## config.mk

```make
export PLATFORM = sky130hd
export DESIGN_NAME = proc
export DESIGN_NICKNAME = d
export VERILOG_FILES = /design/src/proc_pkg.sv /design/src/fetch_stage.sv /design/src/decode_stage.sv /design/src/reg_file.sv /design/src/execute_stage.sv /design/src/hazard_unit.sv /design/src/writeback_stage.sv /design/src/proc.sv
export SDC_FILE = /design/constraint.sdc
export NUM_CORES = 1
export LEC_CHECK = 0
export BUFFER_PORTS_ARGS = -buffer_cell sky130_fd_sc_hd__buf_2
export CAP_MARGIN = 20
export CORE_UTILIZATION = 52
export DETAILED_ROUTE_END_ITERATION = 8
export GPL_TIMING_DRIVEN = 0
export PLACE_DENSITY = 0.72
export SYNTH_ARGS = -nofsm -noshare
export SYNTH_HDL_FRONTEND = slang
export SYNTH_HIERARCHICAL = 1
export SYNTH_SLANG_ARGS = --single-unit
```

## constraint.sdc

```tcl
create_clock -name clk -period 4.5 [get_ports clk]
set_clock_uncertainty 0.2 [all_clocks]
set_input_delay 0.45 -clock clk [delete_from_list [all_inputs] [get_ports clk]]
set_output_delay 0.45 -clock clk [all_outputs]
set_load 0.1 [all_outputs]
```

## src/proc_pkg.sv

```systemverilog
// Word and register select types, opcode and funct encodings, forwarding selects
`default_nettype none

package proc_pkg;

	typedef logic [15:0] word_t;
	typedef logic [2:0] reg_sel_t;

	// Major opcode in bits 15 to 11
	typedef enum logic [4:0] {
		op_halt = 5'b00000,
		op_nop  = 5'b00001,
		op_addi = 5'b01000,
		op_beqz = 5'b01100,
		op_bnez = 5'b01101,
		op_st   = 5'b10000,
		op_ld   = 5'b10001,
		op_lbi  = 5'b11000,
		op_alu  = 5'b11011
	} opcode_t;

	// Register ALU operation in bits 1 to 0
	typedef enum logic [1:0] {
		funct_add  = 2'b00,
		funct_sub  = 2'b01,
		funct_xor  = 2'b10,
		funct_andn = 2'b11
	} funct_t;

	// Operand source for the execute stage
	typedef enum logic [1:0] {
		fwd_none = 2'b00,
		fwd_mem  = 2'b01,
		fwd_wb   = 2'b10
	} fwd_sel_t;

	// NOP with all other fields zero
	localparam word_t instr_nop = 16'h0800;

	// Two bytes per instruction
	localparam word_t pc_step = 16'd2;

	localparam int num_regs = 8;

endpackage

`default_nettype wire

```

## src/fetch_stage.sv

```systemverilog
// Fetch stage with the PC and the fetch/decode register
`default_nettype none

module fetch_stage (
	input  wire                   clk,
	input  wire                   reset,
	output proc_pkg::word_t       imem_addr,
	input  wire proc_pkg::word_t  imem_data,
	input  wire                   stall,
	input  wire                   flush,
	input  wire                   halt_seen,
	input  wire                   branch_taken,
	input  wire proc_pkg::word_t  branch_target,
	output proc_pkg::word_t       instr,
	output proc_pkg::word_t       pc_next
);

	proc_pkg::word_t pc;
	proc_pkg::word_t pc_plus;

	assign pc_plus = pc + proc_pkg::pc_step;
	assign imem_addr = pc;

	// Taken branch wins over stall and halt
	always_ff @(posedge clk) begin
		if (reset) begin
			pc <= '0;
		end else if (branch_taken) begin
			pc <= branch_target;
		end else if (!stall && !halt_seen) begin
			pc <= pc_plus;
		end
	end

	// Anything fetched behind a halt is dropped
	always_ff @(posedge clk) begin
		if (reset || flush) begin
			instr <= proc_pkg::instr_nop;
		end else if (!stall) begin
			instr <= halt_seen ? proc_pkg::instr_nop : imem_data;
		end
	end

	always_ff @(posedge clk) begin
		if (!stall) begin
			pc_next <= pc_plus;
		end
	end

	a_pc_even: assert property (@(posedge clk) disable iff (reset) pc[0] == 1'b0)
		else $error("PC is odd");

endmodule

`default_nettype wire

```

## src/decode_stage.sv

```systemverilog
// Decode stage with control decode, immediate extension, illegal opcode flag, decode/execute register
`default_nettype none

module decode_stage (
	input  wire                   clk,
	input  wire                   reset,
	input  wire proc_pkg::word_t  instr,
	input  wire proc_pkg::word_t  pc_next,
	input  wire                   stall,
	input  wire                   flush,
	output proc_pkg::reg_sel_t    rs_sel,
	output proc_pkg::reg_sel_t    rt_sel,
	input  wire proc_pkg::word_t  rs_data,
	input  wire proc_pkg::word_t  rt_data,
	output proc_pkg::opcode_t     ex_opcode,
	output proc_pkg::funct_t      ex_funct,
	output proc_pkg::reg_sel_t    ex_rs_sel,
	output proc_pkg::reg_sel_t    ex_rt_sel,
	output proc_pkg::reg_sel_t    ex_dest,
	output logic                  ex_reg_write,
	output logic                  ex_mem_read,
	output logic                  ex_mem_write,
	output logic                  ex_halt,
	output proc_pkg::word_t       ex_a,
	output proc_pkg::word_t       ex_b,
	output proc_pkg::word_t       ex_imm,
	output proc_pkg::word_t       ex_pc_next,
	output logic                  halt_seen,
	output logic                  err
);

	proc_pkg::opcode_t  opcode;
	proc_pkg::reg_sel_t dest;
	proc_pkg::word_t    imm5_ext;
	proc_pkg::word_t    imm8_ext;
	logic               use_imm8;
	logic               reg_write;
	logic               mem_read;
	logic               mem_write;
	logic               is_halt;
	logic               illegal;
	logic               bubble;
	logic               halt_latched;

	assign opcode = proc_pkg::opcode_t'(instr[15:11]);
	assign rs_sel = instr[10:8];
	assign rt_sel = instr[7:5];
	assign imm5_ext = {{11{instr[4]}}, instr[4:0]};
	assign imm8_ext = {{8{instr[7]}}, instr[7:0]};
	assign bubble = stall || flush;

	always_comb begin
		dest = instr[4:2];
		use_imm8 = 1'b0;
		reg_write = 1'b0;
		mem_read = 1'b0;
		mem_write = 1'b0;
		is_halt = 1'b0;
		illegal = 1'b0;
		case (opcode)
			proc_pkg::op_halt: is_halt = 1'b1;
			proc_pkg::op_nop: begin
				// No state change
			end
			proc_pkg::op_alu: reg_write = 1'b1;
			proc_pkg::op_addi: begin
				dest = instr[7:5];
				reg_write = 1'b1;
			end
			proc_pkg::op_ld: begin
				dest = instr[7:5];
				reg_write = 1'b1;
				mem_read = 1'b1;
			end
			proc_pkg::op_st: mem_write = 1'b1;
			proc_pkg::op_lbi: begin
				dest = instr[10:8];
				reg_write = 1'b1;
				use_imm8 = 1'b1;
			end
			proc_pkg::op_beqz, proc_pkg::op_bnez: use_imm8 = 1'b1;
			default: illegal = 1'b1;
		endcase
	end

	// Control half of decode/execute takes a bubble on stall or flush
	always_ff @(posedge clk) begin
		if (reset || bubble) begin
			ex_opcode <= proc_pkg::op_nop;
			ex_rs_sel <= '0;
			ex_rt_sel <= '0;
			ex_dest <= '0;
			ex_reg_write <= 1'b0;
			ex_mem_read <= 1'b0;
			ex_mem_write <= 1'b0;
			ex_halt <= 1'b0;
		end else begin
			ex_opcode <= opcode;
			ex_rs_sel <= rs_sel;
			ex_rt_sel <= rt_sel;
			ex_dest <= dest;
			ex_reg_write <= reg_write;
			ex_mem_read <= mem_read;
			ex_mem_write <= mem_write;
			ex_halt <= is_halt;
		end
	end

	always_ff @(posedge clk) begin
		ex_funct <= proc_pkg::funct_t'(instr[1:0]);
		ex_a <= rs_data;
		ex_b <= rt_data;
		ex_imm <= use_imm8 ? imm8_ext : imm5_ext;
		ex_pc_next <= pc_next;
	end

	// Halt holds fetch from the moment it is decoded
	always_ff @(posedge clk) begin
		if (reset) begin
			halt_latched <= 1'b0;
		end else if (is_halt && !bubble) begin
			halt_latched <= 1'b1;
		end
	end

	assign halt_seen = halt_latched || is_halt;

	always_ff @(posedge clk) begin
		if (reset) begin
			err <= 1'b0;
		end else if (illegal && !flush) begin
			err <= 1'b1;
		end
	end

endmodule

`default_nettype wire

```

## src/reg_file.sv

```systemverilog
// Eight entry register file with write-before-read bypass
`default_nettype none

module reg_file (
	input  wire                      clk,
	input  wire                      reset,
	input  wire proc_pkg::reg_sel_t  rs_sel,
	input  wire proc_pkg::reg_sel_t  rt_sel,
	output proc_pkg::word_t          rs_data,
	output proc_pkg::word_t          rt_data,
	input  wire proc_pkg::reg_sel_t  wb_sel,
	input  wire proc_pkg::word_t     wb_data,
	input  wire                      wb_en
);

	proc_pkg::word_t regs [proc_pkg::num_regs];

	always_ff @(posedge clk) begin
		if (reset) begin
			for (int i = 0; i < proc_pkg::num_regs; i++) begin
				regs[i] <= '0;
			end
		end else if (wb_en) begin
			regs[wb_sel] <= wb_data;
		end
	end

	// Same cycle write shows on the read port
	assign rs_data = (wb_en && wb_sel == rs_sel) ? wb_data : regs[rs_sel];
	assign rt_data = (wb_en && wb_sel == rt_sel) ? wb_data : regs[rt_sel];

endmodule

`default_nettype wire

```

## src/execute_stage.sv

```systemverilog
// Execute stage with operand forwarding, ALU, branch resolution and execute/memory register
`default_nettype none

module execute_stage (
	input  wire                      clk,
	input  wire                      reset,
	input  wire proc_pkg::opcode_t   ex_opcode,
	input  wire proc_pkg::funct_t    ex_funct,
	input  wire proc_pkg::reg_sel_t  ex_dest,
	input  wire                      ex_reg_write,
	input  wire                      ex_mem_read,
	input  wire                      ex_mem_write,
	input  wire                      ex_halt,
	input  wire proc_pkg::word_t     ex_a,
	input  wire proc_pkg::word_t     ex_b,
	input  wire proc_pkg::word_t     ex_imm,
	input  wire proc_pkg::word_t     ex_pc_next,
	input  wire proc_pkg::fwd_sel_t  fwd_a,
	input  wire proc_pkg::fwd_sel_t  fwd_b,
	input  wire proc_pkg::word_t     mem_fwd_data,
	input  wire proc_pkg::word_t     wb_fwd_data,
	output logic                     branch_taken,
	output proc_pkg::word_t          branch_target,
	output proc_pkg::word_t          alu_result,
	output proc_pkg::word_t          store_data,
	output proc_pkg::reg_sel_t       mem_dest,
	output logic                     mem_reg_write,
	output logic                     mem_read,
	output logic                     mem_write,
	output logic                     mem_halt
);

	proc_pkg::word_t op_a;
	proc_pkg::word_t op_b;
	proc_pkg::word_t result;
	logic            rs_zero;

	function automatic proc_pkg::word_t pick(input proc_pkg::fwd_sel_t sel,
		input proc_pkg::word_t reg_val, input proc_pkg::word_t mem_val,
		input proc_pkg::word_t wb_val);
		case (sel)
			proc_pkg::fwd_mem: return mem_val;
			proc_pkg::fwd_wb: return wb_val;
			default: return reg_val;
		endcase
	endfunction

	assign op_a = pick(fwd_a, ex_a, mem_fwd_data, wb_fwd_data);
	assign op_b = pick(fwd_b, ex_b, mem_fwd_data, wb_fwd_data);

	always_comb begin
		case (ex_opcode)
			proc_pkg::op_alu: begin
				case (ex_funct)
					proc_pkg::funct_add: result = op_a + op_b;
					proc_pkg::funct_sub: result = op_a - op_b;
					proc_pkg::funct_xor: result = op_a ^ op_b;
					default: result = op_a & ~op_b;
				endcase
			end
			proc_pkg::op_lbi: result = ex_imm;
			// Add immediate and load/store address
			default: result = op_a + ex_imm;
		endcase
	end

	// Branch tests the forwarded rs
	assign rs_zero = (op_a == '0);
	assign branch_taken = (ex_opcode == proc_pkg::op_beqz && rs_zero)
		|| (ex_opcode == proc_pkg::op_bnez && !rs_zero);
	assign branch_target = ex_pc_next + ex_imm;

	always_ff @(posedge clk) begin
		if (reset) begin
			mem_dest <= '0;
			mem_reg_write <= 1'b0;
			mem_read <= 1'b0;
			mem_write <= 1'b0;
			mem_halt <= 1'b0;
		end else begin
			mem_dest <= ex_dest;
			mem_reg_write <= ex_reg_write;
			mem_read <= ex_mem_read;
			mem_write <= ex_mem_write;
			mem_halt <= ex_halt;
		end
	end

	always_ff @(posedge clk) begin
		alu_result <= result;
		store_data <= op_b;
	end

	a_mem_excl: assert property (@(posedge clk) disable iff (reset) !(mem_read && mem_write))
		else $error("Load and store in the same slot");

endmodule

`default_nettype wire

```

## src/hazard_unit.sv

```systemverilog
// Forwarding selects, load-use stall and branch flush
`default_nettype none

module hazard_unit (
	input  wire proc_pkg::reg_sel_t  id_rs_sel,
	input  wire proc_pkg::reg_sel_t  id_rt_sel,
	input  wire proc_pkg::reg_sel_t  ex_rs_sel,
	input  wire proc_pkg::reg_sel_t  ex_rt_sel,
	input  wire                      ex_mem_read,
	input  wire proc_pkg::reg_sel_t  ex_dest,
	input  wire proc_pkg::reg_sel_t  mem_dest,
	input  wire proc_pkg::reg_sel_t  wb_dest,
	input  wire                      mem_reg_write,
	input  wire                      wb_reg_write,
	input  wire                      branch_taken,
	output proc_pkg::fwd_sel_t       fwd_a,
	output proc_pkg::fwd_sel_t       fwd_b,
	output logic                     stall,
	output logic                     flush
);

	logic load_use;

	// Younger producer in execute/memory comes first
	function automatic proc_pkg::fwd_sel_t source_of(input proc_pkg::reg_sel_t src);
		if (mem_reg_write && mem_dest == src) begin
			return proc_pkg::fwd_mem;
		end
		if (wb_reg_write && wb_dest == src) begin
			return proc_pkg::fwd_wb;
		end
		return proc_pkg::fwd_none;
	endfunction

	always_comb begin
		fwd_a = source_of(ex_rs_sel);
		fwd_b = source_of(ex_rt_sel);
	end

	assign load_use = ex_mem_read && (ex_dest == id_rs_sel || ex_dest == id_rt_sel);

	// Flush discards the stalled instruction anyway
	assign flush = branch_taken;
	assign stall = load_use && !branch_taken;

endmodule

`default_nettype wire

```

## src/writeback_stage.sv

```systemverilog
// Data memory port, memory/writeback register, writeback data and halted flag
`default_nettype none

module writeback_stage (
	input  wire                      clk,
	input  wire                      reset,
	input  wire proc_pkg::word_t     alu_result,
	input  wire proc_pkg::word_t     store_data,
	input  wire proc_pkg::reg_sel_t  mem_dest,
	input  wire                      mem_reg_write,
	input  wire                      mem_read,
	input  wire                      mem_write,
	input  wire                      mem_halt,
	output logic                     dmem_en,
	output logic                     dmem_wr,
	output proc_pkg::word_t          dmem_addr,
	output proc_pkg::word_t          dmem_wdata,
	input  wire proc_pkg::word_t     dmem_rdata,
	output proc_pkg::reg_sel_t       wb_sel,
	output proc_pkg::word_t          wb_data,
	output logic                     wb_en,
	output proc_pkg::word_t          mem_fwd_data,
	output logic                     halted
);

	assign dmem_en = mem_read || mem_write;
	assign dmem_wr = mem_write;
	assign dmem_addr = alu_result;
	assign dmem_wdata = store_data;

	// Loads pick the memory word here
	assign mem_fwd_data = mem_read ? dmem_rdata : alu_result;

	always_ff @(posedge clk) begin
		if (reset) begin
			wb_sel <= '0;
			wb_en <= 1'b0;
			halted <= 1'b0;
		end else begin
			wb_sel <= mem_dest;
			wb_en <= mem_reg_write;
			if (mem_halt) begin
				halted <= 1'b1;
			end
		end
	end

	always_ff @(posedge clk) begin
		wb_data <= mem_fwd_data;
	end

endmodule

`default_nettype wire

```

## src/proc.sv

```systemverilog
// Five stage processor top level connecting the stages, register file and hazard unit
`default_nettype none

module proc (
	input  wire                   clk,
	input  wire                   reset,
	output proc_pkg::word_t       imem_addr,
	input  wire proc_pkg::word_t  imem_data,
	output logic                  dmem_en,
	output logic                  dmem_wr,
	output proc_pkg::word_t       dmem_addr,
	output proc_pkg::word_t       dmem_wdata,
	input  wire proc_pkg::word_t  dmem_rdata,
	output logic                  halted,
	output logic                  err
);

	proc_pkg::word_t    instr;
	proc_pkg::word_t    pc_next;
	proc_pkg::word_t    rs_data;
	proc_pkg::word_t    rt_data;
	proc_pkg::word_t    ex_a;
	proc_pkg::word_t    ex_b;
	proc_pkg::word_t    ex_imm;
	proc_pkg::word_t    ex_pc_next;
	proc_pkg::word_t    branch_target;
	proc_pkg::word_t    alu_result;
	proc_pkg::word_t    store_data;
	proc_pkg::word_t    wb_data;
	proc_pkg::word_t    mem_fwd_data;
	proc_pkg::reg_sel_t rs_sel;
	proc_pkg::reg_sel_t rt_sel;
	proc_pkg::reg_sel_t ex_rs_sel;
	proc_pkg::reg_sel_t ex_rt_sel;
	proc_pkg::reg_sel_t ex_dest;
	proc_pkg::reg_sel_t mem_dest;
	proc_pkg::reg_sel_t wb_sel;
	proc_pkg::opcode_t  ex_opcode;
	proc_pkg::funct_t   ex_funct;
	proc_pkg::fwd_sel_t fwd_a;
	proc_pkg::fwd_sel_t fwd_b;
	logic               stall;
	logic               flush;
	logic               halt_seen;
	logic               branch_taken;
	logic               ex_reg_write;
	logic               ex_mem_read;
	logic               ex_mem_write;
	logic               ex_halt;
	logic               mem_reg_write;
	logic               mem_read;
	logic               mem_write;
	logic               mem_halt;
	logic               wb_en;

	fetch_stage u_fetch (
		.clk           (clk),
		.reset         (reset),
		.imem_addr     (imem_addr),
		.imem_data     (imem_data),
		.stall         (stall),
		.flush         (flush),
		.halt_seen     (halt_seen),
		.branch_taken  (branch_taken),
		.branch_target (branch_target),
		.instr         (instr),
		.pc_next       (pc_next)
	);

	decode_stage u_decode (
		.clk          (clk),
		.reset        (reset),
		.instr        (instr),
		.pc_next      (pc_next),
		.stall        (stall),
		.flush        (flush),
		.rs_sel       (rs_sel),
		.rt_sel       (rt_sel),
		.rs_data      (rs_data),
		.rt_data      (rt_data),
		.ex_opcode    (ex_opcode),
		.ex_funct     (ex_funct),
		.ex_rs_sel    (ex_rs_sel),
		.ex_rt_sel    (ex_rt_sel),
		.ex_dest      (ex_dest),
		.ex_reg_write (ex_reg_write),
		.ex_mem_read  (ex_mem_read),
		.ex_mem_write (ex_mem_write),
		.ex_halt      (ex_halt),
		.ex_a         (ex_a),
		.ex_b         (ex_b),
		.ex_imm       (ex_imm),
		.ex_pc_next   (ex_pc_next),
		.halt_seen    (halt_seen),
		.err          (err)
	);

	reg_file u_reg_file (
		.clk     (clk),
		.reset   (reset),
		.rs_sel  (rs_sel),
		.rt_sel  (rt_sel),
		.rs_data (rs_data),
		.rt_data (rt_data),
		.wb_sel  (wb_sel),
		.wb_data (wb_data),
		.wb_en   (wb_en)
	);

	execute_stage u_execute (
		.clk           (clk),
		.reset         (reset),
		.ex_opcode     (ex_opcode),
		.ex_funct      (ex_funct),
		.ex_dest       (ex_dest),
		.ex_reg_write  (ex_reg_write),
		.ex_mem_read   (ex_mem_read),
		.ex_mem_write  (ex_mem_write),
		.ex_halt       (ex_halt),
		.ex_a          (ex_a),
		.ex_b          (ex_b),
		.ex_imm        (ex_imm),
		.ex_pc_next    (ex_pc_next),
		.fwd_a         (fwd_a),
		.fwd_b         (fwd_b),
		.mem_fwd_data  (mem_fwd_data),
		.wb_fwd_data   (wb_data),
		.branch_taken  (branch_taken),
		.branch_target (branch_target),
		.alu_result    (alu_result),
		.store_data    (store_data),
		.mem_dest      (mem_dest),
		.mem_reg_write (mem_reg_write),
		.mem_read      (mem_read),
		.mem_write     (mem_write),
		.mem_halt      (mem_halt)
	);

	hazard_unit u_hazard (
		.id_rs_sel     (rs_sel),
		.id_rt_sel     (rt_sel),
		.ex_rs_sel     (ex_rs_sel),
		.ex_rt_sel     (ex_rt_sel),
		.ex_mem_read   (ex_mem_read),
		.ex_dest       (ex_dest),
		.mem_dest      (mem_dest),
		.wb_dest       (wb_sel),
		.mem_reg_write (mem_reg_write),
		.wb_reg_write  (wb_en),
		.branch_taken  (branch_taken),
		.fwd_a         (fwd_a),
		.fwd_b         (fwd_b),
		.stall         (stall),
		.flush         (flush)
	);

	writeback_stage u_writeback (
		.clk           (clk),
		.reset         (reset),
		.alu_result    (alu_result),
		.store_data    (store_data),
		.mem_dest      (mem_dest),
		.mem_reg_write (mem_reg_write),
		.mem_read      (mem_read),
		.mem_write     (mem_write),
		.mem_halt      (mem_halt),
		.dmem_en       (dmem_en),
		.dmem_wr       (dmem_wr),
		.dmem_addr     (dmem_addr),
		.dmem_wdata    (dmem_wdata),
		.dmem_rdata    (dmem_rdata),
		.wb_sel        (wb_sel),
		.wb_data       (wb_data),
		.wb_en         (wb_en),
		.mem_fwd_data  (mem_fwd_data),
		.halted        (halted)
	);

endmodule

`default_nettype wire

```

==> impl_metrics.env <==
export IMPL_die_h_um=186
export IMPL_io_buffers=85
export IMPL_slew_headroom=0.371
export IMPL_antenna_found_initial=0
export IMPL_start_util=0.534
export IMPL_switching_share=0.374
export IMPL_end_kind="register"
export IMPL_synth_warning_count=6
export IMPL_dr_pass1_iters=5
export IMPL_path_max_fanout=8
export IMPL_syn_avg_cell_area_um2=11.5
export IMPL_cts_buffers=35
export IMPL_stdcell_area_um2=21200
export IMPL_violations="negative setup slack"
export IMPL_antenna_cells=0
export IMPL_drc=0
export IMPL_grt_max_degree=27
export IMPL_ys_seq_area_frac=0.438
export IMPL_ir_drop_mv=0.516
export IMPL_cp_arrival_ps=5020
export IMPL_synth_edf_count=144
export IMPL_avgRoutedWirePerCell_um=21.8
export IMPL_num_io_pins=86
export IMPL_rsz0062_at_grt="yes"
export IMPL_worst_slack_ps=-280
export IMPL_synth_top_flop_cell="dfxtp_1"
export IMPL_layout_common_cells="dfxtp_1 (156), edfxtp_1 (144), and2_1 (138)"
export IMPL_seqPwrFrac=0.372
export IMPL_yosysUniqueCellTypes=80
export IMPL_p_int_uw=6170
export IMPL_p_switching_uw=3690
export IMPL_nNetsFinal=1830
export IMPL_setup_viol=23
export IMPL_period_minus_slack_ps=4780
export IMPL_clock_latency_ps=520
export IMPL_p_leak_uw=0.00860
export IMPL_rows=66
export IMPL_path_class="register to register"
export IMPL_grt_total_usage=0.271
export IMPL_grt_overflow_total=0
export IMPL_fin_cells=2191
export IMPL_finalCritPeriodShare=1.06
export IMPL_die_w_um=186
export IMPL_grt_pass1_wl_um=70600
export IMPL_power_uw=9860
export IMPL_cap_violations=0
export IMPL_detail_route_antenna_nets=0
export IMPL_worst_pin_slew_ps=936
export IMPL_path_clk_slew_ps=70
export IMPL_syn_inst=1527
export IMPL_num_vias=13109
export IMPL_combPwrFrac=0.348
export IMPL_place_congestion=0.931
export IMPL_place_area_um2=18600
export IMPL_clock_sinks=312
export IMPL_drive_above_1_share=0.293
export IMPL_status="complete, but fails checks"
export IMPL_synth_seq_cells=312
export IMPL_power_per_cell_area_nw_per_um2=464
export IMPL_finalWirelength_um=47700
export IMPL_grt_pass1_vias=12665
export IMPL_drt_iter0_markers=963
export IMPL_slew_violations=0
export IMPL_area_delta_synth_final_pct=21.0
export IMPL_final_common_cell="dfxtp_1"
export IMPL_max_freq_mhz=209
export IMPL_vias_per_cell=5.98
export IMPL_power_frac_clock=0.280
export IMPL_dieArea_um2=34500
export IMPL_crit_path_start_kind="register"
export IMPL_syn_cell_area_um2=17600
export IMPL_critical_path_required_ps=4740
export IMPL_cts_tree="yes"
export IMPL_coreArea_um2=32900
export IMPL_clockRootBuffer="clkbuf_16"
export IMPL_dp_cells=2056
export IMPL_dp_hpwl_um=32700
export IMPL_hold_violations=0
export IMPL_synthArstFlopShare=0
export IMPL_clk_path_buf_depth=3
export IMPL_syn_nets=1634
export IMPL_hold_path_class="input pin to register"
export IMPL_ctsHtreeMaxLevel=2
## cells in the mapped netlist (5+ instances only)
cell type / instances / area, µm²
o211ai_1: 13 / 97.6
or2_2: 14 / 87.6
edfxtp_1: 144 / 4320
a211oi_1: 14 / 105
a311oi_1: 7 / 61.3
o31ai_1: 7 / 52.6
nor4_1: 12 / 75.1
mux2_2: 62 / 698
a22oi_1: 48 / 360
a21oi_1: 41 / 205
buf_2: 10 / 50.1
a31oi_1: 6 / 37.5
xnor2_1: 79 / 692
nor2_1: 80 / 300
inv_1: 36 / 135
mux4_1: 60 / 1580
ha_1: 70 / 876
nor3_1: 23 / 115
nand3_1: 16 / 80.1
xor2_1: 20 / 175
a21o_1: 7 / 52.6
nand2b_1: 12 / 75.1
nor2b_1: 26 / 163
nand4_1: 12 / 75.1
and3_1: 7 / 43.8
and2_1: 138 / 863
nand2_1: 73 / 274
or2_1: 6 / 37.5
o21ai_0: 59 / 295
a221o_1: 8 / 80.1
clkbuf_1: 53 / 199
mux2_4: 20 / 300
o21a_1: 16 / 120
and4_1: 5 / 43.8
buf_4: 54 / 405
or3_1: 10 / 62.6
buf_6: 16 / 180
dfxtp_1: 168 / 3360
## worst paths after layout
path	startpoint	to	slack, ps	cells past startpoint
hold reg to reg	u_fetch/pc_next[8]	u_decode/ex_pc_next[8]	140	0
hold / removal	dmem_rdata[5]	u_writeback/wb_data[5]	20	2
setup / recovery	u_execute/mem_dest[1]	u_fetch/imem_addr[14]	-280	19
setup reg to reg	u_execute/mem_dest[1]	u_fetch/imem_addr[14]	-280	19
## per-layer routing
metal	routed length (µm)	GRT usage	vias up
met5	0	0	-
met4	1220	0.0816	0
met3	3510	0.0432	94
met2	22800	0.451	571
met1	20200	0.361	6414
li1	-	-	6030
## flip-flops by register name, indices dropped and copies added (netlist names), 3 cells and up
| register | cells |
|---|---|
| u_execute/alu_result | 16 |
| u_fetch/pc_next | 16 |
| u_decode/ex_dest | 3 |
| u_writeback/wb_sel | 3 |
| u_decode/ex_rs_sel | 3 |
| u_writeback/wb_data | 16 |
| u_fetch/imem_addr | 16 |
| u_decode/ex_a | 16 |
| u_fetch/instr | 16 |
| u_decode/ex_opcode | 5 |
| u_execute/mem_dest | 3 |
| u_decode/ex_imm | 8 |
| u_execute/store_data | 16 |
| u_decode/ex_b | 16 |
| u_decode/ex_rt_sel | 3 |
| u_decode/ex_pc_next | 16 |
| u_reg_file/regs | 128 |
## cell type report
cell class / count / area [µm²]
well taps: 442 / 553
repair buffers: 165 / 1180
inverters: 36 / 139
clock buffers: 42 / 933
flip-flops and latches: 312 / 7710
fillers: 2499 / 11600
clock inverters: 21 / 163
plain buffers: 129 / 941
multi-input cells: 1044 / 9620
## power groups by stage
stage	combinational (µW)	clock, µW	sequential, µW
6_report	3430	2760	3670
2_1_floorplan	2330	0	3590
3_3_place_gp	2920	0	3700
3_5_place_dp	2960	0	3710
4_1_cts	3210	2800	3660
5_1_grt	3630	2920	3710
## stage by stage
| stage | util | setup TNS [ps] | hold WS (ps) | setup WS, ps |
|---|---|---|---|---|
| after floorplan | - | -30.6 | 123 | -30.6 |
| after global placement | 0.565 | -69980 | 124 | -1480 |
| after detailed placement | 0.565 | -68280 | 127 | -1460 |
| after CTS | 0.624 | -278 | 8.44 | -161 |
| after global routing | 0.646 | -8130 | 11.6 | -455 |
| final | 0.646 | -2380 | 24.9 | -280 |
## worst max-delay path, stage by stage (launching register included)
cell,delay (ps)
dfxtp_4,360
xnor2_2,160
and4_4,260
nor2_4,50
buf_6,110
ha_4,200
a22oi_1,340
o21ai_4,160
nor4_2,330
nand4_1,270
xor2_2,250
nor4b_4,340
nor2b_2,90
nand4_1,100
nand2_2,80
buf_6,140
or2_4,260
or3_4,400
or3_1,330
a311oi_2,260
## timing repair
| item | CTS | global route |
|---|---|---|
| hold endpoints to repair | 23 | 0 |
| hold buffers | 23 | 0 |
| resized for setup | 108 | 102 |
| pin swaps | 35 | 56 |
| setup buffers | 21 | 30 |
| endpoints found under the setup margin | 78 | 73 |
| cloned | 1 | 3 |
## cell families after synthesis
| family | synth area share |
|---|---|
| AND/OR/NAND/NOR | 0.144 |
| buffers and inverters | 0.0566 |
| flip-flops | 0.438 |
| multiplexers | 0.154 |
| AO/OA/AOI/OAI | 0.105 |
| XOR/XNOR | 0.0494 |
| adder cells (fa/ha/maj) | 0.0533 |
(Power assumes the default switching activity.)
